<file path="src/include/ft_consts.svh">
`ifndef FT_CONSTS_SVH
`define FT_CONSTS_SVH

// control, spectrum and debug words
`define FT_WORD_W        32

// one ADC sample
`define FT_SAMPLE_W      16

// FFT core configuration channel
`define FT_CFG_W         24

// spectrum capture memory
`define FT_CAPTURE_DEPTH 4096
`define FT_CAPTURE_AW    12

// accepted samples before a transform may start
`define FT_RECORD_MIN    1024

// debug counters
`define FT_EVT_CNT_W     3

// window select field of the control word
`define FT_WIN_SEL_W     3

`endif

</file>
<file path="src/source/ft_ctrl_pkg.sv">
`default_nettype none

`include "ft_consts.svh"

package ft_ctrl_pkg;

    // run state, also reported in the debug word
    typedef enum logic [1:0] {
        ft_idle      = 2'd0,
        ft_record    = 2'd1,
        ft_transform = 2'd2,
        ft_done      = 2'd3
    } ft_state_t;

    ////////////////////////////////////////////////////
    // control word
    ////////////////////////////////////////////////////

    typedef struct packed {
        logic [7:0]               sample_rate;
        logic [`FT_WIN_SEL_W-1:0] window_sel;
        logic                     run;
        // upper bits double as the readback index
        logic [14:0]              fft_param;
        logic [4:0]               nfft;
    } ft_ctrl_word_t;

    // window geometry for one run
    typedef struct packed {
        logic [12:0] win_len;
        logic [7:0]  win_count;
    } ft_window_t;

endpackage

`default_nettype wire

</file>
<file path="src/source/ft_cfg_decode.sv">
`timescale 1ns/10ps
`default_nettype none

`include "ft_consts.svh"

module ft_cfg_decode
    import ft_ctrl_pkg::*;
(
    input  wire                  aclk,
    input  wire                  reset_module,
    input  wire ft_ctrl_word_t   ctrl_word,
    input  wire ft_state_t       run_state,
    output logic [`FT_CFG_W-1:0] fft_cfg,
    output logic [7:0]           sample_frequency,
    output logic                 adc_or_dac,
    output logic [`FT_CFG_W-1:0] cfg_tdata,
    output logic                 cfg_tvalid,
    output ft_window_t           window,
    output logic                 run_req
);

    logic in_idle;

    assign in_idle = (run_state == ft_idle);

    // configuration only follows the control word between runs
    always_ff @(posedge aclk) begin
        if (in_idle) begin
            fft_cfg          <= {1'b0, ctrl_word.fft_param, 3'b000, ctrl_word.nfft};
            cfg_tdata        <= fft_cfg;
            sample_frequency <= ctrl_word.sample_rate;
            adc_or_dac       <= ctrl_word.fft_param[1];
            case (ctrl_word.window_sel)
                3'd0:    window <= '{win_len: 13'd4096, win_count: 8'd1};
                3'd1:    window <= '{win_len: 13'd2048, win_count: 8'd2};
                3'd2:    window <= '{win_len: 13'd1024, win_count: 8'd4};
                3'd3:    window <= '{win_len: 13'd512,  win_count: 8'd8};
                3'd4:    window <= '{win_len: 13'd256,  win_count: 8'd16};
                3'd5:    window <= '{win_len: 13'd128,  win_count: 8'd32};
                3'd6:    window <= '{win_len: 13'd64,   win_count: 8'd64};
                default: window <= '{win_len: 13'd32,   win_count: 8'd128};
            endcase
        end
    end

    // config channel is offered for the whole record phase
    always_ff @(posedge aclk) begin
        if (reset_module) begin
            cfg_tvalid <= 1'b0;
            run_req    <= 1'b0;
        end else begin
            cfg_tvalid <= (run_state == ft_record);
            run_req    <= ctrl_word.run;
        end
    end

endmodule

`default_nettype wire

</file>
<file path="config.mk">
export PLATFORM = sky130hd
export DESIGN_NAME = ft_cfg_decode
export DESIGN_NICKNAME = d
export VERILOG_FILES = /design/src/source/ft_ctrl_pkg.sv /design/src/source/ft_cfg_decode.sv
export VERILOG_INCLUDE_DIRS = /design/src /design/src/include
export SDC_FILE = /design/constraint.sdc
export NUM_CORES = 1
export LEC_CHECK = 0
export BUFFER_PORTS_ARGS = -buffer_cell sky130_fd_sc_hd__buf_4
export CAP_MARGIN = 20
export CORE_MARGIN = 1.5
export CORE_UTILIZATION = 42
export CTS_CLUSTER_DIAMETER = 80
export DETAILED_ROUTE_END_ITERATION = 10
export HOLD_SLACK_MARGIN = 0.02
export PLACE_DENSITY_LB_ADDON = 0.12
export SLEW_MARGIN = 15
export SYNTH_ARGS = -nofsm -noshare
export SYNTH_HDL_FRONTEND = slang
export SYNTH_SLANG_ARGS = --single-unit
</file>
<file path="constraint.sdc">
create_clock -name aclk -period 4.1 [get_ports aclk]
set_input_delay 0.82 -clock aclk [delete_from_list [all_inputs] [get_ports aclk]]
set_output_delay 0.82 -clock aclk [all_outputs]
set_load 0.01 [all_outputs]
</file>
==> results.md <==
- Syn Inst Count: 92
- Register-to-register setup slack: 3.43 ns
- Share of flip-flops with an asynchronous set or reset: 0%
- Predominant post-synthesis flop cell: edfxtp_1
- Global-route wire length before repair: 5.092 mm
- Peak VDD IR: 0.1822 mV
- Die ar.: 5118 sq um
- RSZ-0062 raised after global routing: false
- Clock Skews: 0.007030 ns
- CP Capture Point: cfg_tdata[9]
- Netlist cell types: 10
- Antenna viol nets, final: 0
- Crit path capture type: flip-flop
- Via count: 1099
- P per Cell Area: 441.3 nW/um^2
- Share of the synthesized area in the top cell type: 85.23%
- Total core area: 4444 sq um
- Tightest Hold Check Type: flip-flop to flip-flop
- Pin count of the biggest net entering global routing: 37
- Most frequent cells after synthesis: edfxtp_1 (56), buf_4 (22), nor3b_1 (4), and3b_2 (3), dfxtp_1 (2)
- Routed wire length per instance: 13.70 um
- Post-synth EDFFs: 56
- Cell area after synthesis: 1973 sq um
- Gp weighted congestion: 0.6899
- Cell count of the worst reg-to-reg path: 0
- Clock share of power: 35.3%
- Synth-to-Final Area Change: 45.59%
- Initial core utilization: 44.40%
- Longest Clk Path Bufs: 2
- DRT iter0 DRCs: 98
- Initial antenna violation count: 0
- CP required: 4.07 ns
- LEAKAGE: 0.001198 uW
- Clk root buf: clkbuf_8
- RR Endpoint: cfg_tdata[9]
- Final setup viols: 0
- Setup CP Type: primary input to flip-flop
- Final wirelength: 3.467 mm
- CTS hold repair buffers: 0
- Cell area after layout: 2873 sq um
- Count of pins over their slew limit: 0
- Ports: 116
- Crit path cell chain: buf_4 -> nor2_4 -> buf_4
- Die width: 71.54 um
- Tightest Pin Transition: 0.5818 ns
- Critical path arrival: 1.93 ns
- Num CTS Buffers: 9
- Drt pass-1 iters: 7
- Most frequent CP cell: buf_4
- DRC errors left: 8
- DR vias/cell: 4.344
- FP Rows: 24
- Postcts setup bufs: 0
- Layout cells sized above 1: 60.70%
- Failing checks: design-rule violations
- Register area share after synthesis: 87.25%
- Crit path launch type: primary input
- Sw frac: 20.93%
- Yosys reg bits: 58
- Logic pwr share: 9.5%
- Setup TNS: 0 ns
- GR Overflow Total: 0
- Worst-path cell with the longest stage delay: buf_4
- CTS clk-pin slew, worst paths: 0.06 ns
- Slew HR: 61.12%
- Switching power: 265.3 uW
- H-Tree Depth: 3
- CP Max Fanout: 36
- Power Internal: 1002 uW
- CTS resizes: 0
- Max cap viols: 0
- Crit-path max cell delay: 0.50 ns
- Antenna Cells: 0
- DP Area: 2699 sq um
- Final #Nets: 232
- Status: finished, violations left
- Period minus WS final: 1.963 ns
- Achievable clock frequency: 0.5094 GHz
- Clk_lat worst skew: 0.32 ns
- Fillers: 345
- Most common cell in the netlist: edfxtp_1
- CP Launch Point: run_state[0]
- GRT Util Overall: 13.79%
- Port Buffers: 102
- DP HPWL: 2.470 mm
- CTS tree: yes
- Yosys top cell by area: edfxtp_1
- Ys Warns: 0
- Sequential Power Share: 55.3%
- Area contributors post-synth: edfxtp_1 (85%), buf_4 (8.4%), dfxtp_1 (2.0%)
- Syn avg cell area: 21.45 sq um
- Vias in the first global route: 1072
- Fin. Hold Viols: 0
- R2r startpoint: fft_cfg[9]
- Clk sink count: 58
- Die height: 71.54 um
- Final worst-path cycle share: 47.88%
[state kept, by name, summed over array words and instances, names as in the netlist]
| name | cells |
|---|---|
| window | 8 |
| fft_cfg | 20 |
| cfg_tvalid | 1 |
| sample_frequency | 8 |
| cfg_tdata | 20 |
| run_req | 1 |
[per-layer routing]
| metal | wire [um] | global-route usage, % |
|---|---|---|
| met5 | 0 | 0 |
| met4 | 44 | 6.918 |
| met3 | 415 | 6.188 |
| met2 | 1714 | 22.33 |
| met1 | 1293 | 15.56 |
[how the worst min path moves through the flow]
stage	start	end	slack, ns	depth (start not counted)
after floorplan	fft_cfg[0]	cfg_tdata[0]	0.50	0
after global placement	fft_cfg[1]	cfg_tdata[1]	0.43	0
after detailed placement	fft_cfg[3]	cfg_tdata[3]	0.43	0
after CTS	fft_cfg[3]	cfg_tdata[3]	0.45	0
after global routing	fft_cfg[8]	cfg_tdata[8]	0.46	0
final	fft_cfg[20]	cfg_tdata[20]	0.45	0
[power by group through the flow]
stage | clock network (uW) | registers (uW) | logic (uW)
CTS | 463 | 701 | 121
global route | 486 | 705 | 127
floorplan | 0 | 729 | 36.0
global placement | 0 | 712 | 119
finish | 447 | 701 | 120
detailed placement | 0 | 713 | 121
[critical path, delay by kind of cell]
family,cells,cell delay [ns]
buffers and inverters,2,0.62
and+or+nand+nor,1,0.47
[per-stage QoR]
stage	power, uW	instances	utilization, %	worst slack (ns)	hold WS [ns]
floorplan	765.2	104	-	0.4570	0.4990
global placement	831.0	237	60.73	1.845	0.4333
detailed placement	834.1	237	60.73	1.787	0.4333
CTS	1285	253	64.64	2.132	0.4482
global route	1318	253	64.64	2.049	0.4597
finish	1268	253	64.64	2.137	0.4474
[cell usage in the layout, fill, tap and decap left out]
cell        n
nor2_4      1
buf_4     103
conb_1     13
clkbuf_1    2
nor3b_1     4
clkbuf_8   11
and3_2      1
and3b_2     3
nor2b_1     1
edfxtp_1   56
dfxtp_1     2
clkinv_2    3
nor3_1      1
[cells by family (layout without fill, tap and decap cells)]
family                 count (synthesis)  in the layout  share of synthesized area [%]
DFF                                   58             58                          87.25
buffers and inverters                 22            119                          8.370
other                                  1             13                         0.1901
and+or+nand+nor                       11             11                          4.185
[area by class of cell]
type,count,area (sq um),area share (%)
Tap cell,52,65.06,2.265
Clock buffer,13,158.9,5.531
Clock inverter,3,15.01,0.5226
Timing Repair Buffer,103,773.2,26.92
Multi-Input combinational cell,24,138.9,4.834
Sequential cell,58,1722,59.93
No activity file was read; power rests on OpenSTA's default activity.
