==> config.mk <==
export PLATFORM = sky130hd
export DESIGN_NAME = event_monitor
export DESIGN_NICKNAME = d
export VERILOG_FILES = /design/src/source/ft_ctrl_pkg.sv /design/src/source/ft_debug_pkg.sv /design/src/source/event_monitor.sv
export VERILOG_INCLUDE_DIRS = /design/src /design/src/include
export SDC_FILE = /design/constraint.sdc
export NUM_CORES = 1
export LEC_CHECK = 0
export BUFFER_PORTS_ARGS = -buffer_cell sky130_fd_sc_hd__buf_2
export CAP_MARGIN = 20
export CORE_MARGIN = 8
export CORE_UTILIZATION = 52
export DETAILED_ROUTE_END_ITERATION = 10
export GPL_ROUTABILITY_DRIVEN = 0
export PLACE_DENSITY = 0.83
export SYNTH_ARGS = -nofsm -noshare
export SYNTH_HDL_FRONTEND = slang
export SYNTH_SLANG_ARGS = --single-unit
==> constraint.sdc <==
create_clock -name aclk -period 2.1 [get_ports aclk]
set_input_delay 0.42 -clock aclk [delete_from_list [all_inputs] [get_ports aclk]]
set_output_delay 0.42 -clock aclk [all_outputs]
set_load 0.02 [all_outputs]
==> src/include/ft_consts.svh <==
`ifndef FT_CONSTS_SVH
`define FT_CONSTS_SVH

// control, spectrum and debug words
`define FT_WORD_W        32

// one ADC sample
`define FT_SAMPLE_W      16

// FFT core configuration channel
`define FT_CFG_W         24

// spectrum capture memory
`define FT_CAPTURE_DEPTH 4096
`define FT_CAPTURE_AW    12

// accepted samples before a transform may start
`define FT_RECORD_MIN    1024

// debug counters
`define FT_EVT_CNT_W     3

// window select field of the control word
`define FT_WIN_SEL_W     3

`endif

==> src/source/ft_ctrl_pkg.sv <==
`default_nettype none

`include "ft_consts.svh"

package ft_ctrl_pkg;

    // run state, also reported in the debug word
    typedef enum logic [1:0] {
        ft_idle      = 2'd0,
        ft_record    = 2'd1,
        ft_transform = 2'd2,
        ft_done      = 2'd3
    } ft_state_t;

    ////////////////////////////////////////////////////
    // control word
    ////////////////////////////////////////////////////

    typedef struct packed {
        logic [7:0]               sample_rate;
        logic [`FT_WIN_SEL_W-1:0] window_sel;
        logic                     run;
        // upper bits double as the readback index
        logic [14:0]              fft_param;
        logic [4:0]               nfft;
    } ft_ctrl_word_t;

    // window geometry for one run
    typedef struct packed {
        logic [12:0] win_len;
        logic [7:0]  win_count;
    } ft_window_t;

endpackage

`default_nettype wire

==> src/source/ft_debug_pkg.sv <==
`default_nettype none

`include "ft_consts.svh"

package ft_debug_pkg;

    // raw event inputs, frame_started in the top bit
    typedef struct packed {
        logic frame_started;
        logic tlast_unexpected;
        logic tlast_missing;
        logic fft_overflow;
        logic status_halt;
        logic data_in_halt;
        logic data_out_halt;
        logic fifo_empty;
        logic fifo_full;
    } ft_event_t;

    typedef logic [`FT_EVT_CNT_W-1:0] ft_evt_cnt_t;

    ////////////////////////////////////////////////////
    // debug status word
    ////////////////////////////////////////////////////

    typedef struct packed {
        logic [1:0]  zero;
        ft_evt_cnt_t fifo_empty_cnt;
        ft_evt_cnt_t fifo_full_cnt;
        ft_evt_cnt_t frame_started_cnt;
        ft_evt_cnt_t tlast_unexpected_cnt;
        ft_evt_cnt_t tlast_missing_cnt;
        ft_evt_cnt_t fft_overflow_cnt;
        ft_evt_cnt_t status_halt_cnt;
        ft_evt_cnt_t data_in_halt_cnt;
        ft_evt_cnt_t data_out_halt_cnt;
        logic [2:0]  state;
    } ft_debug_word_t;

endpackage

`default_nettype wire

==> src/source/event_monitor.sv <==
`timescale 1ns/10ps
`default_nettype none

`include "ft_consts.svh"

module event_monitor
    import ft_ctrl_pkg::*;
    import ft_debug_pkg::*;
(
    input  wire                 aclk,
    input  wire                 reset_module,
    input  wire ft_state_t      run_state,
    input  wire ft_event_t      events,
    output ft_debug_word_t      debug_status
);

    localparam int N_EVT = $bits(ft_event_t);
    // level each event rests at between runs
    localparam ft_event_t EVT_IDLE = '{fifo_empty: 1'b1, default: 1'b0};

    logic [N_EVT-1:0] evt_prev;
    logic [N_EVT-1:0] evt_rise;
    logic             sampling;
    ft_evt_cnt_t      evt_cnt [N_EVT];

    assign sampling = (run_state == ft_record) || (run_state == ft_transform);
    assign evt_rise = {N_EVT{sampling}} & events & ~evt_prev;

    always_ff @(posedge aclk) begin
        if (reset_module || !sampling) begin
            evt_prev <= EVT_IDLE;
        end else begin
            evt_prev <= events;
        end
    end

    // saturating counters, cleared by reset only
    always_ff @(posedge aclk) begin
        for (int i = 0; i < N_EVT; i++) begin
            if (reset_module) begin
                evt_cnt[i] <= '0;
            end else if (evt_rise[i] && evt_cnt[i] != '1) begin
                evt_cnt[i] <= evt_cnt[i] + 1'b1;
            end
        end
    end

    ////////////////////////////////////////////////////
    // status word, bit index follows ft_event_t
    ////////////////////////////////////////////////////

    always_comb begin
        debug_status.zero                 = 2'b00;
        debug_status.fifo_empty_cnt       = evt_cnt[1];
        debug_status.fifo_full_cnt        = evt_cnt[0];
        debug_status.frame_started_cnt    = evt_cnt[8];
        debug_status.tlast_unexpected_cnt = evt_cnt[7];
        debug_status.tlast_missing_cnt    = evt_cnt[6];
        debug_status.fft_overflow_cnt     = evt_cnt[5];
        debug_status.status_halt_cnt      = evt_cnt[4];
        debug_status.data_in_halt_cnt     = evt_cnt[3];
        debug_status.data_out_halt_cnt    = evt_cnt[2];
        debug_status.state                = {1'b0, run_state};
    end

    for (genvar i = 0; i < N_EVT; i++) begin : g_cnt_check
        a_cnt_monotonic: assert property (@(posedge aclk) disable iff (reset_module)
            !$past(reset_module) |-> evt_cnt[i] >= $past(evt_cnt[i]));
    end

endmodule

`default_nettype wire

==> flow_summary.toml <==
[clock_tree]
clk_pin_slew_worst_paths_ns = 0.11
worst_skew_pair_later_pin_latency_ns = 0.34
numCtsBuffers = 5
cts_resized = 0
clock_tree.buffer_depth = 2
clock_sink_count = 36
cts.hold.buffers_added = 0
cts_htree_levels = 2
cts_root_buffer = "sky130_fd_sc_hd__clkbuf_4"
tritoncts_clock_tree = "done"
postCtsSetupBuffers = 0

[setup_path]
worstPathArrival_ns = 1.96
cp_max_fo = 4
worstSetupPathType = "flip-flop to flip-flop"
critical_path.startpoint_type = "flip-flop"
critPathCaptureType = "flip-flop"
worst_path_required_time_ns = 2.13

[logic_synthesis]
post_synth_inst_count = 124
netlist.top_cell.by_area = "sky130_fd_sc_hd__edfxtp_1"
mappedNetlistArea_um2 = 1828
synth_warnings = 0
post_synth_num_cell_types = 17
area_share_of_the_largest_cell_type_after_synthesis_pct = 44.35
synth_sequential_area_ratio_pct = 54.21
main_area_contributors_after_synthesis = "sky130_fd_sc_hd__edfxtp_1 (44%), sky130_fd_sc_hd__ha_1 (12%), sky130_fd_sc_hd__nor4b_2 (11%)"
postSynthRegisterBits = 36
postSynthAreaPerCell_um2 = 14.74

[global_routing]
grt_antenna_before_repair = 0
grt_pass1_vias = 1186
grt_pass1_wl_um = 5161
global_route.usage.met2_pct = 22.24
grt_overflow = 0
track_usage_pct = 11.98
use_met3_pct = 2.237
gr-usage-met1_pct = 12.14
grt.busiest_layer = "met2"
grt_max_degree = 35

[place]
detailed_place_hpwl_um = 2464
io_buffer_count = 41
worst_case_setup_slack_after_placement_ns = 0.1687

[die]
initial_core_util_pct = 54.35
dieHeight_um = 75.29
floorplan.rows = 21
io_pins = 45
die_width_um = 75.29
floorplan.die_area_um2 = 5669
design.core.area_um2 = 3363

[sta]
relSlewSlack_pct = 60.08
tightestPinTransition_ns = 0.5988
min_period_ns = 1.932
post_route_clock_skew_ns = 0.007109
final_max_slew_viol_count = 0
grt_setup_unrepaired = "false"
final_critical_path_setup_slack_ns = 0.1683
setup_viol = 0
hold_viol = 0
final.period_utilization_pct = 91.99
setup-tns-final_ns = 0
maximum_achievable_frequency_ghz = 0.5177

[min_path]
min-delay-path-class = "input pin to flip-flop"

[drt]
drt_pass1_iterations = 2
detail-route-antenna-nets = 0
routed_via_density = 5.335
drt_iter0_drc = 67
route.final.wire_length_um = 3128
drcViolationCount = 0
dr_total_vias = 1131
drt-wirelength-per-cell_um = 14.75

[final_layout]
syn_to_final_growth_pct = 17.59
drive_gt1_share_pct = 44.58
antenna-diode-count = 0
multi_input_comb_area_um2 = 778.2
register_area_um2 = 991.0
layout_fillers = 288
num-nets-final = 196

[power_and_ir_drop]
power.density_cell_area_nw_per_um2 = 752.8
p_leak_nw = 0.8959
irDropWorstVdd_mv = 0.4562

[flow_run]
max-cap-violations = 0

[run_status]
status = "finished, final reports clean"
==> where the power goes <==
part | internal, mW | leakage, nW | switching (mW)
combinational | 0.111 | 0.495 | 0.177
clock | 0.248 | 0.0412 | 0.234
sequential | 0.822 | 0.360 | 0.0269
total | 1.18 | 0.896 | 0.437
==> stage by stage <==
stage / power (mW) / hold WS, ns / util [%] / instances / area [µm²]
5_1_grt: 1.697 / 0.2648 / 63.91 / 212 / 2150
6_report: 1.618 / 0.2718 / 63.91 / 212 / 2150
3_5_place_dp: 1.159 / 0.5972 / 61.53 / 204 / 2069
2_1_floorplan: 1.068 / 0.5223 / - / 126 / 1836
4_1_cts: 1.637 / 0.2557 / 63.91 / 212 / 2150
3_3_place_gp: 1.143 / 0.5767 / 61.53 / 204 / 2069
==> state kept, by name, summed over array words and instances, names as in the netlist <==
signal and flops:
evt_prev 9, evt_cnt 27
==> synthesized netlist by cell type, drive strengths merged <==
cell type,instances
edfxtp,27
ha,18
nor4b,18
buf,11
dfxtp,9
nor4,9
o21bai,9
or3b,9
nor3b,8
clkbuf,3
conb,1
or3,1
xnor2,1
==> placed cells by master, fill, tap and decap left out, drive strengths merged <==
cell      netlist  final
buf            11     46
or3b            9      9
clkbuf          3      5
ha             18     18
conb            1      3
or3             1      1
nor4            9      9
bufinv          0      1
clkinv          0      1
xnor2           1      1
clkinvlp        0      1
o21bai          9      9
edfxtp         27     27
dfxtp           9      9
nor3b           8      8
nor4b          18     18
==> routing by layer <==
metal	part of all wire, %	vias up	routed length, µm
li1	-	567	-
met4	1.8	0	55
met2	53	27	1648
met1	40	533	1254
met3	5.4	4	169
met5	0	-	0
==> kinds of logic after synthesis <==
group,after synthesis,share of synthesized area (%)
and+or+nand+nor,45,24.43
other,1,0.2051
AOI/OAI and AO/OA,9,3.696
xor gates and xnor gates,1,0.8900
buffers and inverters,14,4.243
DFF,36,54.21
adders and majority gates,18,12.32
==> area by class of cell <==
class | count | area share [%]
well taps | 46 | 2.678
multi-input cells | 76 | 36.20
clock inverters | 3 | 1.979
repair buffers | 46 | 11.29
flip-flops and latches | 36 | 46.10
clock buffers | 5 | 1.746
==> critical path: stages, from the launching register on <==
cell                       delay [ns]
sky130_fd_sc_hd__edfxtp_1        0.43
sky130_fd_sc_hd__ha_1            0.22
sky130_fd_sc_hd__ha_1            0.17
sky130_fd_sc_hd__or3b_2          0.50
sky130_fd_sc_hd__o21bai_1        0.30
==> worst paths after layout <==
| check | startpoint | end | slack, ns | cells past startpoint |
|---|---|---|---|---|
| setup / recovery | evt_cnt[2][0] | evt_cnt[2][1] | 0.17 | 4 |
| setup reg to reg | evt_cnt[2][0] | evt_cnt[2][1] | 0.17 | 4 |
| hold reg to reg | evt_cnt[4][0] | evt_cnt[4][0] | 0.61 | 1 |
| hold / removal | events[1] | evt_prev[1] | 0.27 | 2 |
Power figures use the tool's default switching activity.
