### src/include/ft_consts.svh
`ifndef FT_CONSTS_SVH
`define FT_CONSTS_SVH

// control, spectrum and debug words
`define FT_WORD_W        32

// one ADC sample
`define FT_SAMPLE_W      16

// FFT core configuration channel
`define FT_CFG_W         24

// spectrum capture memory
`define FT_CAPTURE_DEPTH 4096
`define FT_CAPTURE_AW    12

// accepted samples before a transform may start
`define FT_RECORD_MIN    1024

// debug counters
`define FT_EVT_CNT_W     3

// window select field of the control word
`define FT_WIN_SEL_W     3

`endif

### src/source/ft_ctrl_pkg.sv
`default_nettype none

`include "ft_consts.svh"

package ft_ctrl_pkg;

    // run state, also reported in the debug word
    typedef enum logic [1:0] {
        ft_idle      = 2'd0,
        ft_record    = 2'd1,
        ft_transform = 2'd2,
        ft_done      = 2'd3
    } ft_state_t;

    ////////////////////////////////////////////////////
    // control word
    ////////////////////////////////////////////////////

    typedef struct packed {
        logic [7:0]               sample_rate;
        logic [`FT_WIN_SEL_W-1:0] window_sel;
        logic                     run;
        // upper bits double as the readback index
        logic [14:0]              fft_param;
        logic [4:0]               nfft;
    } ft_ctrl_word_t;

    // window geometry for one run
    typedef struct packed {
        logic [12:0] win_len;
        logic [7:0]  win_count;
    } ft_window_t;

endpackage

`default_nettype wire

### src/source/ft_sequencer.sv
`timescale 1ns/10ps
`default_nettype none

`include "ft_consts.svh"

module ft_sequencer
    import ft_ctrl_pkg::*;
(
    input  wire                     aclk,
    input  wire                     reset_module,
    input  wire                     run_req,
    input  wire ft_window_t         window,
    input  wire                     fifo_valid,
    input  wire                     fifo_ready,
    input  wire                     fifo_full,
    input  wire [`FT_SAMPLE_W-1:0]  sample_tdata,
    input  wire                     sample_tvalid,
    input  wire                     frame_tready,
    output logic                    sample_tready,
    output logic [`FT_SAMPLE_W-1:0] frame_tdata,
    output logic                    frame_tvalid,
    output logic                    frame_tlast,
    output logic                    ft_en,
    output ft_state_t               run_state
);

    localparam int CNT_W = 16;

    ft_state_t        state;
    logic [CNT_W-1:0] beat_cnt;
    logic [7:0]       win_cnt;
    logic             in_xform;
    logic             record_done;
    logic             frame_beat;
    logic             win_end;
    logic             last_win;

    ////////////////////////////////////////////////////
    // sample stream to the FFT
    ////////////////////////////////////////////////////

    assign in_xform      = (state == ft_transform);
    assign frame_tdata   = sample_tdata;
    assign frame_tvalid  = in_xform & sample_tvalid;
    // FIFO sees the FFT back-pressure in the same cycle
    assign sample_tready = in_xform & frame_tready;
    assign frame_beat    = frame_tvalid & frame_tready;

    assign win_end     = (beat_cnt == CNT_W'(window.win_len - 13'd1));
    assign last_win    = (win_cnt == window.win_count - 8'd1);
    assign frame_tlast = frame_tvalid & win_end;

    // FIFO full and drained into nothing, enough samples stored
    assign record_done = !fifo_ready && fifo_full && (beat_cnt >= CNT_W'(`FT_RECORD_MIN));

    ////////////////////////////////////////////////////
    // run FSM
    ////////////////////////////////////////////////////

    always_ff @(posedge aclk) begin
        if (reset_module) begin
            state    <= ft_idle;
            beat_cnt <= '0;
            win_cnt  <= '0;
            ft_en    <= 1'b0;
        end else begin
            ft_en <= (state == ft_record);
            case (state)
                ft_idle: begin
                    beat_cnt <= '0;
                    win_cnt  <= '0;
                    if (run_req) begin
                        state <= ft_record;
                    end
                end
                ft_record: begin
                    if (record_done) begin
                        state    <= ft_transform;
                        beat_cnt <= '0;
                    end else if (fifo_valid && fifo_ready && beat_cnt != '1) begin
                        beat_cnt <= beat_cnt + 1'b1;
                    end
                end
                ft_transform: begin
                    if (frame_beat && win_end) begin
                        beat_cnt <= '0;
                        if (last_win) begin
                            state <= ft_done;
                        end else begin
                            win_cnt <= win_cnt + 1'b1;
                        end
                    end else if (frame_beat) begin
                        beat_cnt <= beat_cnt + 1'b1;
                    end
                end
                ft_done: begin
                    if (!run_req) begin
                        state <= ft_idle;
                    end
                end
                default: state <= ft_idle;
            endcase
        end
    end

    assign run_state = state;

    // no stray beats reach the FFT after the last window
    a_frame_in_xform: assert property (@(posedge aclk) disable iff (reset_module)
        frame_beat && win_end && last_win |=> !frame_tvalid);

    // every window ends on a tlast beat
    a_tlast_in_window: assert property (@(posedge aclk) disable iff (reset_module)
        in_xform |-> beat_cnt < CNT_W'(window.win_len));

endmodule

`default_nettype wire

### config.mk
export PLATFORM = sky130hd
export DESIGN_NAME = ft_sequencer
export DESIGN_NICKNAME = d
export VERILOG_FILES = /design/src/source/ft_ctrl_pkg.sv /design/src/source/ft_sequencer.sv
export VERILOG_INCLUDE_DIRS = /design/src /design/src/include
export SDC_FILE = /design/constraint.sdc
export NUM_CORES = 1
export LEC_CHECK = 0
export BUFFER_PORTS_ARGS = -buffer_cell sky130_fd_sc_hd__buf_2
export CAP_MARGIN = 10
export CORE_AREA = 2 2 72 74
export CTS_CLUSTER_SIZE = 10
export DETAILED_ROUTE_END_ITERATION = 10
export DIE_AREA = 0 0 74 76
export PLACE_DENSITY_LB_ADDON = 0.05
export SYNTH_ARGS = -nofsm -noshare
export SYNTH_HDL_FRONTEND = slang
export SYNTH_SLANG_ARGS = --single-unit
### constraint.sdc
create_clock -name aclk -period 5.11 [get_ports aclk]
set_clock_uncertainty 0.2 [all_clocks]
set_input_delay 0.7665 -clock aclk [delete_from_list [all_inputs] [get_ports aclk]]
set_output_delay 0.7665 -clock aclk [all_outputs]
set_load 0.05 [all_outputs]
==> results.md, run 1 <==
Finish:
- Relative to the synthesized area, the layout overhead comes to 4.307%.
- The library cell used most frequently in the layout, excluding fill and tap cells, is sky130_fd_sc_hd__buf_2.
- At the end of the flow the core is filled with cells to 53.67%.
- Leaving out fill and tap cells, the most frequent cells in the layout are sky130_fd_sc_hd__buf_2 (34), sky130_fd_sc_hd__nand2_1 (32), sky130_fd_sc_hd__dfxtp_1 (27).
- The repair_antennas step left the layout with diodes totalling 0.
- The number of nets in the layout is 396.
- After the flow finishes, the layout carries non-filler instances totaling 409.
- The fraction of final layout cells sized beyond drive strength 1 is 14.75%.

Timing:
- The smallest clock period supported by the final layout is computed as 4099 ps.
- Adding up every negative setup slack in the final design gives 0 ps.
- Setup repair after global routing left no endpoint under its margin.
- The number of max-slew violations in the final report is 0.
- Hold is met by 298.8 ps.
- At the pin with the least slew margin, the transition time is 773.2 ps.
- The worst path uses 80.22% of the clock period.
- The maximum clock rate is 243.9 MHz.
- The final setup violation count is 0.
- The number of hold violations in the final report is 0.
- The relative slew slack is 48.05%.

Clock tree:
- The number of buffers inserted by post-CTS setup repair is 0.
- The number of clock buffers added by TritonCTS is 3.
- Once the clock tree was built, the resizer swapped 0 gates to a different size.
- In this run the number of H-tree levels came out at 1.
- Buffers inserted to repair hold after CTS numbered 0.
- Clock latency on the worst-skew pair, taken at its later pin, is 290 ps.
- The clock tree from TritonCTS is done.
- CTS saw 27 sinks.
- Clock-pin slew was measured on the worst setup and hold paths at 110 ps.
- The clock tree buffer depth is 2.
- The tree is rooted in a sky130_fd_sc_hd__clkbuf_8.

Placement:
- The HPWL reported at the end of detailed placement is 4.499 mm.
- The count of placed standard cells including taps is 405.
- The congestion estimate from routability-driven global placement came to 0.8617.
- Buffers placed on the I/O ports in this run total 34.

Synth:
- The count of flip-flops with a built-in enable after synthesis is 0.
- The flop and latch count out of synthesis is 27.
- The post-synthesis instance area is 0.002527 mm^2.
- The most frequently used flop master after synthesis is sky130_fd_sc_hd__dfxtp_1.
- Summing the sequential cell areas from Yosys gives 21.39% of the chip area.
- A synthesized cell averages 7.545 um^2.
- When the netlist entered floorplanning its net count stood at 391.
- After synthesis, the share of flip-flops with an asynchronous set or reset is 0%.
- After synthesis, the netlist uses 58 different library cells.
- The Yosys step of the flow raised 0 warnings.
- Counting every instance in the synthesized netlist gives 335.

Floorplanning:
- The number of rows created at floorplan is 26.
- 67 I/O pins were placed.
- The die outline area is 0.005624 mm^2.
- The die boundary width is 74 um.
- In this run the vertical extent of the chip is 76 um.
- The effective utilization at floorplan is 51.45%.
- The floorplan step defined a core boundary enclosing 0.004912 mm^2.

Critical path:
- The data arrival time of the critical path is 4100 ps.
- The worst setup path is launched from a primary input.
- The combined buffer and inverter count along the critical path is 2.
- The capture instance of the worst register-to-register path is beat_cnt[10].
- In this run the worst setup path begins at window[8].
- The maximum net fanout on the critical path is 21.
- The classification of the worst setup path is primary input to flip-flop.
- The cell class contributing the biggest share of worst-path delay is compound AO/OA/AOI/OAI gates.
- For this run, the slowest stage of the critical path takes 750 ps.
- The setup check on the worst reg-to-reg path leaves a slack of 1470 ps.
- The critical path capture point is beat_cnt[10].
- The worst register-to-register path begins at run_state[0].
- The critical path depth is 11.
- Traced cell by cell, the critical path runs through buf_2 > inv_1 > ha_1 > or4b_1 > o21ai_2 > a21oi_1 > or3_4 > a2111oi_4 > a311o_1 > o21ai_0 > a21o_1.
- The type of element capturing the critical path is a flip-flop.
- The number of cells on the worst reg-to-reg path is 10.
- The slowest stage of the critical path belongs to the cell sky130_fd_sc_hd__a311o_1.
- The required time of the critical path is 5110 ps.

Routing:
- For this run, the detailed router's first-pass iteration total came to 4.
- After detailed routing, the total wire length is 5.805 mm.
- The per-cell via count in the routed design is 5.841.
- The count of nets left with antenna violations once routing finished came out at 0.
- In this run, the number of DRC markers left after iteration 0 of detailed routing was 146.
- The detailed-route via count is 2389.
- The residual DRC count is 0.
- After detailed routing, the average wire length per cell comes to 14.19 um.

Power:
- Summed over all cells, the static leakage comes to 0.001035 uW.
- The total design power is 696.3 uW.
- The reported net switching power is 315.1 uW.
- The internal portion of the total power is 381.2 uW.
- Of the total power, the share spent switching nets is 45.25%.
- The cell area power density is 264.1 mW/mm^2.
- IR analysis of the VDD net gives a maximum drop of 0.0001783 V.
- Per report_power, the clock group accounts for 19.2% of the total.
- The share of power burned in registers is 33.9%.
- Of the total power, combinational logic draws 46.9%.

Global route:
- The initial antenna violation count is 0.
- The first global-routing pass estimated 9.639 mm of wire.
- The total overflow left after global routing is 0.
- The via count of the first global-routing pass is 2126.
- Entering global routing, the biggest net connects 31 pins.
- The total routing resource utilization after global routing is 20.93%.

Min path:
- The path category of the worst min-delay check is flip-flop to flip-flop.

Job:
- Across the run, the number of max-cap violations was 0.

Run status:
- The flow ran to the end, and the final reports show no timing, DRC or antenna violations.
-- worst min-delay path by stage --
stage / slack [ps] / depth (start not counted) / end / from
after floorplan: 260 / 2 / win_cnt[7] / win_cnt[7]
after global placement: 290 / 2 / win_cnt[7] / win_cnt[7]
after detailed placement: 290 / 2 / win_cnt[7] / win_cnt[7]
after CTS: 310 / 2 / win_cnt[7] / win_cnt[7]
after global routing: 320 / 2 / win_cnt[7] / win_cnt[7]
final: 300 / 2 / win_cnt[7] / win_cnt[7]
-- cells in the mapped netlist, drive strengths merged, types with 10 or more instances --
master   n  share of area [%]
nor2    19                2.8
nand3   14                2.8
dfxtp   27                 21
xor2    16                5.5
inv     13                1.9
nor3    15                3.0
a21oi   16                3.3
a211oi  10                3.0
nand2   32                4.8
o21ai   14                2.9
ha      11                5.4
buf     22                6.1
clkbuf  12                1.8
-- metrics by stage --
stage | setup WS (ps) | cell area (um^2)
finish | 1011 | 2636
detailed placement | 687.7 | 2586
CTS | 1004 | 2636
floorplan | 1252 | 2527
global route | 769.5 | 2636
global placement | 794.3 | 2586
-- layout make-up --
class	count	area (um^2)
Sequential cell	27	540.5
Clock inverter	1	8.758
Clock buffer	3	41.29
Inverter	13	48.80
Timing Repair Buffer	34	170.2
Tap cell	70	87.58
Multi-Input combinational cell	261	1739
Fill cell	511	2276
-- per-layer routing --
metal	vias to the layer above	share of wire, %	wire length, um	track usage [%]
li1	1221	-	-	-
met1	1101	50	2927	30.92
met4	0	1.0	58	5.091
met3	10	4.9	284	3.175
met5	-	0	0	0
met2	57	44	2535	31.70
-- worst min-delay path: stages, from the launching register on --
cell and delay [ps]:
sky130_fd_sc_hd__dfxtp_1 340, sky130_fd_sc_hd__o31ai_1 70, sky130_fd_sc_hd__a21oi_1 60
-- sequential cells by signal, summed over array words and instances (netlist names) --
register and count:
win_cnt 8, ft_en 1, beat_cnt 16, run_state 2
-- power by group through the flow --
stage | Sequential, uW | Clock [uW] | Combinational (uW)
floorplan | 271 | 0 | 261
global placement | 241 | 0 | 326
detailed placement | 241 | 0 | 327
CTS | 236 | 138 | 328
global route | 239 | 141 | 361
finish | 236 | 134 | 326
-- logic make-up after synthesis --
family	Yosys count	share of synthesized area, %
AO/OA/AOI/OAI	79	22.67
XOR/XNOR	22	7.624
adder cells (fa/ha/maj)	11	5.445
buffers and inverters	47	9.802
flip-flops	27	21.39
multiplexers	5	2.030
AND/OR/NAND/NOR	144	31.04
(Power assumes the default switching activity.)
==> run 2, diff against run 1 <==
--- a/config.mk
+++ b/config.mk
@@ -6,12 +6,13 @@
 export SDC_FILE = /design/constraint.sdc
 export NUM_CORES = 1
 export LEC_CHECK = 0
+export ABC_AREA = 1
 export BUFFER_PORTS_ARGS = -buffer_cell sky130_fd_sc_hd__buf_2
 export CAP_MARGIN = 10
-export CORE_AREA = 2 2 72 74
+export CORE_AREA = 2 2 78 80
 export CTS_CLUSTER_SIZE = 10
 export DETAILED_ROUTE_END_ITERATION = 10
-export DIE_AREA = 0 0 74 76
+export DIE_AREA = 0 0 80 82
 export PLACE_DENSITY_LB_ADDON = 0.05
 export SYNTH_ARGS = -nofsm -noshare
 export SYNTH_HDL_FRONTEND = slang
==> constraint.sdc (replaced) <==
create_clock -name aclk -period 3.61 [get_ports aclk]
set_clock_uncertainty 0.2 [all_clocks]
set_input_delay 0.5415 -clock aclk [delete_from_list [all_inputs] [get_ports aclk]]
set_output_delay 0.5415 -clock aclk [all_outputs]
set_load 0.05 [all_outputs]
==> results.md, run 2 <==
Run status:
- The run finished with clean final reports.

Synth:
- The top-area cell type share of the netlist area is 19.23%.
- The most common cell in the synthesized netlist is sky130_fd_sc_hd__nand2_1.
- The post-synthesis instance area is 0.002811 mm^2.
- The number of nets produced by synthesis is 524.
- The flop and latch count out of synthesis is 27.
- The most frequently used flop master after synthesis is sky130_fd_sc_hd__dfxtp_1.
- Dividing the synthesized area by the synthesized cell count gives 6.007 um^2.
- The yosys synthesis warning count is 0.
- By area the synthesized netlist is led by sky130_fd_sc_hd__dfxtp_1 (19%), sky130_fd_sc_hd__nand2_1 (18%), sky130_fd_sc_hd__nor2_1 (8.7%).
- The count of flip-flops with a built-in enable after synthesis is 0.
- Synthesis produced a netlist whose cell count is 468.
- The commonest cells after synthesis are sky130_fd_sc_hd__nand2_1 (133), sky130_fd_sc_hd__nor2_1 (65), sky130_fd_sc_hd__inv_1 (54).
- Counting flops with an async set or reset pin after synthesis yields a share of 0%.
- In this run, distinct cell masters in the synthesized netlist total 34.
- The biggest area contributor in the post-synthesis netlist is sky130_fd_sc_hd__dfxtp_1.
- After synthesis, flip-flops and latches occupy 19.23% of the total area.

Placement:
- Once placement completed, the tool counted placed cells totaling 550.
- The number of port buffers is 34.
- The wire-length estimate of the detail-placed layout is 5.244 mm.
- The weighted congestion at the end of routability-driven global placement is 0.8603.

Clock tree:
- Clock tree synthesis inserted a total of 3 buffers.
- Once the clock tree was built, the resizer swapped 0 gates to a different size.
- The clock tree from TritonCTS is done.
- After clock tree synthesis, the clock-pin slew on the worst setup and hold paths is 100 ps.
- The clock net in this run drives a total of 27 sinks.
- In this run the post-CTS setup repair buffer count came out at 0.
- After clock tree synthesis, the flow added hold-fix buffers numbering 0.
- Clock tree synthesis selected as its root buffer the cell sky130_fd_sc_hd__clkbuf_8.
- The clock latency on the worst-skew pair is 280 ps.
- The maximum level of the CTS H-tree is 1.
- The clock passes through at most 2 buffers.

Critical path:
- The required time of the critical path is 2870 ps.
- At the worst endpoint, the arrival time is 2140 ps.
- For flop-to-flop paths, the worst setup slack is 1040 ps.
- In this run the worst path has a maximum fanout of 5.
- The start point of the critical path is window[8].
- The logic depth of the worst register-to-register path is 10.
- STA classifies the critical path endpoint as an output pin.
- By startpoint and endpoint, the worst setup path is classified as primary input to output pin.
- The beginning of the worst register-to-register path is beat_cnt[0].
- The critical path capture point is frame_tlast.
- The capture instance of the worst register-to-register path is beat_cnt[11].
- The startpoint class of the critical path is a primary input.

Finish:
- The non-filler instance count after layout is 554.
- The number of flip-flops in the largest register is 16.
- Of the cells placed in the final design, the portion with a size suffix greater than 1 is 13.36%.
- The repair_antennas step left the layout with diodes totalling 0.
- Compared with the post-synthesis result, the final layout area differs by 4.807%.
- In the layout the commonest cells are sky130_fd_sc_hd__nand2_1 (133), sky130_fd_sc_hd__nor2_1 (65), sky130_fd_sc_hd__inv_1 (54).
- The number of fill cells is 632.
- beat_cnt holds more flip-flops than any other register.
- The number of nets in the layout is 536.
- Leaving out fill and tap cells, the most frequent cell in the layout is sky130_fd_sc_hd__nand2_1.

Timing:
- The worst path in the final design needs a cycle of 2878 ps, including I/O delays and setup.
- For the final routed database, the setup TNS stands at 0 ps.
- Setup repair after global routing left no endpoint under its margin.
- The number of hold violations in the final report is 0.
- The portion of the clock cycle consumed by the worst path in the final layout is 79.74%.
- Static timing analysis puts the maximum clock frequency at 347.4 MHz.
- Setup violations remaining at the end of the flow were counted as 0.
- The number of max-slew violations in the final report is 0.
- The worst hold margin is 315.2 ps.
- For the pin with the worst max-slew slack, the measured transition is 671.8 ps.
- Headroom to the max-slew limit came out at 54.92%.

Global route:
- The via count of the first global-routing pass came to 2435.
- The initial antenna violation count came to 0.
- The first global-routing pass estimated 11.03 mm of wire.
- Entering global routing, the biggest net connects 25 pins.
- Global routing finished with a remaining overflow of 0.
- The total routing resource utilization after global routing is 21.12%.

Routing:
- For this block, the initial DRC count from the detailed router was 77.
- The average detailed-routed wire length per instance is 11.82 um.
- The routed design has 6.549 mm of wire.
- The number of nets with antenna violations after routing is 0.
- In the routed design, unresolved DRC markers number 0.
- The detailed-route via count is 2727.
- In the routed layout, each cell is associated on average with a via count of 4.922.
- The number of search-and-repair iterations in the first detailed-routing pass is 4.

Floorplanning:
- For this design the top-level I/O count stands at 67.
- From bottom edge to top edge, the die measures 82 um.
- The core area is 0.005746 mm^2.
- The floorplan step set the die width to 80 um.
- The initialized floorplan defines 28 standard-cell rows.
- The die covers 0.006560 mm^2.
- The effective utilization at floorplan is 48.93%.

Power:
- Summed over all cells, the static leakage comes to 0.001342 uW.
- Across the VDD grid, the largest voltage drop is 0.0002854 V.
- For this design the ratio of total power to cell area is 427.2 mW/mm^2.
- The total design power is 1259 uW.

Job:
- Max-cap violations in this run came to 0.

Min path:
- The path category of the worst min-delay check is flip-flop to flip-flop.
[run 2: cell count changes in the layout (fill, tap and decap cells not counted), sizes merged, moves of 6 or more]
cell / change
a211oi: -10
a21o: -6
a21oi: +7
and3: -6
inv: +42
nand2: +107
nand2b: -8
nand3: +26
nor2: +52
nor3: -7
or3: -7
or4: -8
xor2: +7
[run 2: cell families (layout without fill, tap and decap cells)]
| logic type | after synthesis | in the layout | share of synthesized area (%) |
|---|---|---|---|
| XOR/XNOR | 32 | 32 | 9.969 |
| AO/OA/AOI/OAI | 41 | 41 | 7.966 |
| flip-flops | 27 | 27 | 19.23 |
| AND/OR/NAND/NOR | 272 | 272 | 43.57 |
| buffers and inverters | 85 | 96 | 14.37 |
| adder cells (fa/ha/maj) | 11 | 11 | 4.895 |
[run 2: final cells by class]
cell class,instances,area (um^2),area share [%]
Clock inverter,1,5.005,0.1699
Clock buffer,3,41.29,1.401
Tap cell,75,93.84,3.185
Sequential cell,27,540.5,18.34
Inverter,57,215.2,7.304
Multi-Input combinational cell,356,1873,63.57
Timing Repair Buffer,35,177.7,6.030
[run 2: worst min-delay path by stage]
stage / startpoint / end / slack [ps] / depth (start not counted)
final: win_cnt[4] / win_cnt[4] / 320 / 2
after global routing: win_cnt[4] / win_cnt[4] / 350 / 2
after CTS: win_cnt[7] / win_cnt[7] / 320 / 2
after detailed placement: win_cnt[7] / win_cnt[7] / 310 / 2
after global placement: win_cnt[4] / win_cnt[4] / 300 / 2
after floorplan: win_cnt[7] / win_cnt[7] / 280 / 2
[run 2: stage by stage]
stage | instance area [um^2] | worst slack [ps] | utilization [%]
floorplan | 2818 | 314.7 | -
global placement | 2900 | 754.0 | 50.48
detailed placement | 2900 | 726.5 | 50.48
CTS | 2947 | 721.6 | 51.28
global route | 2947 | 517.2 | 51.28
finish | 2947 | 731.5 | 51.28
[run 2: power breakdown]
group | total [uW] | internal (uW) | switching (uW)
Sequential | 365 | 327 | 38.3
Clock | 178 | 77.6 | 101
Combinational | 716 | 188 | 528
[run 2: layer usage]
metal  vias up  GRT usage (%)  share of wire [%]
li1       1475              -                  -
met1      1211          27.05                 48
met2        34          37.75                 48
met3         7          2.747                2.7
met4         0          4.746                1.1
met5         -              0                  0
[run 2: worst max-delay path, cell delays in order]
cell and delay, ps:
sky130_fd_sc_hd__buf_2 110, sky130_fd_sc_hd__inv_1 80, sky130_fd_sc_hd__ha_1 250, sky130_fd_sc_hd__nand2_2 110, sky130_fd_sc_hd__nor2_4 150, sky130_fd_sc_hd__o21ai_0 100
sky130_fd_sc_hd__nand2_1 90, sky130_fd_sc_hd__o211ai_1 90, sky130_fd_sc_hd__nor2_1 100, sky130_fd_sc_hd__nand3_1 80, sky130_fd_sc_hd__nor4_2 130, sky130_fd_sc_hd__buf_2 300
==> run 3, diff against run 2 <==
==> constraint.sdc (replaced) <==
create_clock -name aclk -period 2.4 [get_ports aclk]
set_clock_uncertainty 0.2 [all_clocks]
set_input_delay 0.36 -clock aclk [delete_from_list [all_inputs] [get_ports aclk]]
set_output_delay 0.36 -clock aclk [all_outputs]
set_load 0.05 [all_outputs]
==> results.md, run 3 (synthesis gave the netlist of run 2 again) <==
Run status:
- The run finished with clean final reports.

Clock tree:
- The clock latency on the worst-skew pair is 270 ps.
- The cell sitting at the root of the clock tree is a sky130_fd_sc_hd__clkbuf_8.
- The clock transition at the registers of the reported paths is 90 ps.
- The clock tree buffer depth is 2.
- The count of hold-fix buffers inserted at cts is 0.
- Counting every sink on the clock net gives 27.
- Buffers inserted during clock tree synthesis total 3.
- The maximum level of the CTS H-tree is 1.
- TritonCTS built the clock tree.

Placement:
- The post-placement worst setup slack is -150.4 ps.
- The weighted congestion at the end of routability-driven global placement is 0.8838.
- Summed over all nets, the half-perimeter wirelength after detailed placement is 5.647 mm.
- In this run the tool buffered the top-level ports with 34 buffer cells.

Global route:
- The global-route met1 utilization is 28.51%.
- For met2 alone, demand over resource in global routing was 39.50%.
- The initial antenna violation count was 0.
- met2 is the most crowded layer.
- The aggregate global routing overflow is 0.
- The first global-routing pass estimated 11.79 mm of wire.
- Global routing consumed, on the met3 layer, 2.527% of the routing resources.
- Global routing used 22.11% of the available tracks.
- The largest net degree at the start of global routing is 21.
- The via count of the first global-routing pass is 2677.

Power:
- For this design the ratio of total power to cell area is 644.1 mW/mm^2.
- The worst-case vdd ir drop is 0.0004928 V.
- The analysis attributes to cell leakage a power of 0.001557 uW.

Timing:
- The portion of the clock cycle consumed by the worst path in the final layout is 99.07%.
- The relative slew slack is 75.61%.
- Setup violations remaining at the end of the flow were counted as 0.
- The number of hold violations in the final report is 0.
- The slew at the pin closest to its max-slew limit is 363.8 ps.
- After layout, the worst setup slack is 22.32 ps.
- Setup repair after global routing could not meet its margin everywhere.
- The number of max-slew violations in the final report is 0.
- The maximum clock rate is 420.6 MHz.
- The final critical path time including I/O delays and setup is 2378 ps.
- The setup TNS after final layout is 0 ps.

Routing:
- The routed design has 6.977 mm of wire.
- The residual DRC count is 0.
- In the routed layout, each cell is associated on average with a via count of 4.853.
- In this run, the number of DRC markers left after iteration 0 of detailed routing was 111.
- In this run the remaining antenna-violating nets after routing total 0.
- The number of search-and-repair iterations in the first detailed-routing pass is 4.
- Dividing the detail-routed wire length by the instance count gives 11.77 um.
- Summing over every cut layer, the via total after detailed routing is 2878.

Min path:
- The end point of the most critical hold path is beat_cnt[1].
- The worst min-delay path startpoint is reset_module.
- The worst hold path cell count is 2.
- The path category of the worst min-delay check is primary input to flip-flop.

Critical path:
- The type of element capturing the critical path is an output pin.
- The maximum net fanout on the critical path is 4.
- STA puts the critical path data required time at 1840 ps.
- By startpoint and endpoint, the worst setup path is classified as flip-flop to output pin.
- The reg2reg setup slack is 160 ps.
- The cell that appears most often on the critical path is sky130_fd_sc_hd__nor4_4.
- The stage delay of the slowest cell on the critical path is 360 ps.
- On the critical path, the stage with the largest delay is an instance of sky130_fd_sc_hd__dfxtp_4.
- STA puts the critical path data arrival time at 1820 ps.
- The worst register-to-register path begins at beat_cnt[0].
- In this run the critical register-to-register path is captured at beat_cnt[5].
- Traced cell by cell, the critical path runs through inv_4 > ha_4 > nand2_4 > nor4_4 > o211ai_1 > nor2_1 > nand3_1 > nor4_4 > buf_6.
- The worst register-to-register path has a depth of 11.
- The startpoint class of the critical path is a flip-flop.

Floorplanning:
- 67 I/O pins were placed.
- The chip height is 82 um.
- The effective utilization at floorplan is 48.93%.
- The initialized floorplan defines 28 standard-cell rows.
- After floorplanning, the core was sized to cover 0.005746 mm^2.
- The die boundary width is 80 um.
- The die outline area is 0.006560 mm^2.

Finish:
- The fraction of final layout cells sized beyond drive strength 1 is 22.39%.
- The area of the multi-input gates is 0.001942 mm^2.
- 0 antenna diodes ended up in the layout.
- The area growth from synthesis to layout is 19.18%.
- The combined flip-flop and latch cell area is 550.5 um^2.
- Leaving out fill and tap cells, the most frequent cell in the layout is sky130_fd_sc_hd__nand2_1.
- The final core area utilization is 58.32%.
- The number of nets in the layout is 575.
- The register with the most flip-flops in the layout has 16 of them.
- After filler insertion, the fill cell instance count of the layout stands at 591.
- Leaving out fill and tap cells, the most frequent cells in the layout are sky130_fd_sc_hd__nand2_1 (131), sky130_fd_sc_hd__nor2_1 (64), sky130_fd_sc_hd__inv_1 (50).
- More flip-flops sit in one register than any other, and that register is beat_cnt.

Job:
- The max-cap check violation count is 0.
run 3: cell types whose count changed in the layout (fill, tap and decap cells not counted), sizes merged:
cell	before	now
buf	35	74
clkbuf	3	4
clkinv	2	1
run 3: per-stage QoR:
step	total power [uW]	cells	hold slack, ps	area [um^2]
after CTS	2166	593	102.1	3336
after global placement	1880	586	296.6	3247
final	2158	593	99.14	3351
after detailed placement	1887	586	300.8	3247
after floorplan	1533	468	229.1	2875
after global routing	2336	593	93.87	3351
run 3: report_power, final:
part	internal, uW	switching (uW)	total [uW]
clock	119	142	261
sequential	502	52.4	554
combinational	484	859	1340
total	1100	1050	2160
run 3: what timing repair did:
action	in CTS	in global routing
gates resized for setup	5	6
endpoints found under the setup margin	1	2
pin swaps	3	1
setup buffers	3	0
run 3: area by class of cell:
cell class | instances | area share, %
inverter | 57 | 6.497
clock buffer | 4 | 1.344
tap | 75 | 2.801
timing repair buffer | 74 | 14.97
sequential | 27 | 16.43
multi-input combinational | 356 | 57.95
run 3: worst max path at each step:
stage | slack, ps | from | cells past startpoint | endpoint
floorplan | -80 | run_state[0] | 9 | frame_tlast
global placement | -120 | window[9] | 11 | frame_tlast
detailed placement | -150 | window[9] | 11 | frame_tlast
CTS | 0.2 | run_state[0] | 9 | frame_tlast
global route | -100 | run_state[0] | 9 | frame_tlast
finish | 20 | run_state[0] | 9 | frame_tlast
run 3: layer usage:
layer | up-vias | wire length [um] | share of wire [%]
li1 | 1554 | - | -
met1 | 1268 | 3326 | 48
met2 | 51 | 3340 | 48
met3 | 5 | 265 | 3.8
met4 | 0 | 44 | 0.63
met5 | - | 0 | 0
run 3: worst max-delay path: cells and delay by family, from the launching register on:
kind	cells	cell delay, ps
AO/OA/AOI/OAI	1	120
adder cells (fa/ha/maj)	1	140
buffers and inverters	2	260
flip-flops	1	360
AND/OR/NAND/NOR	5	650
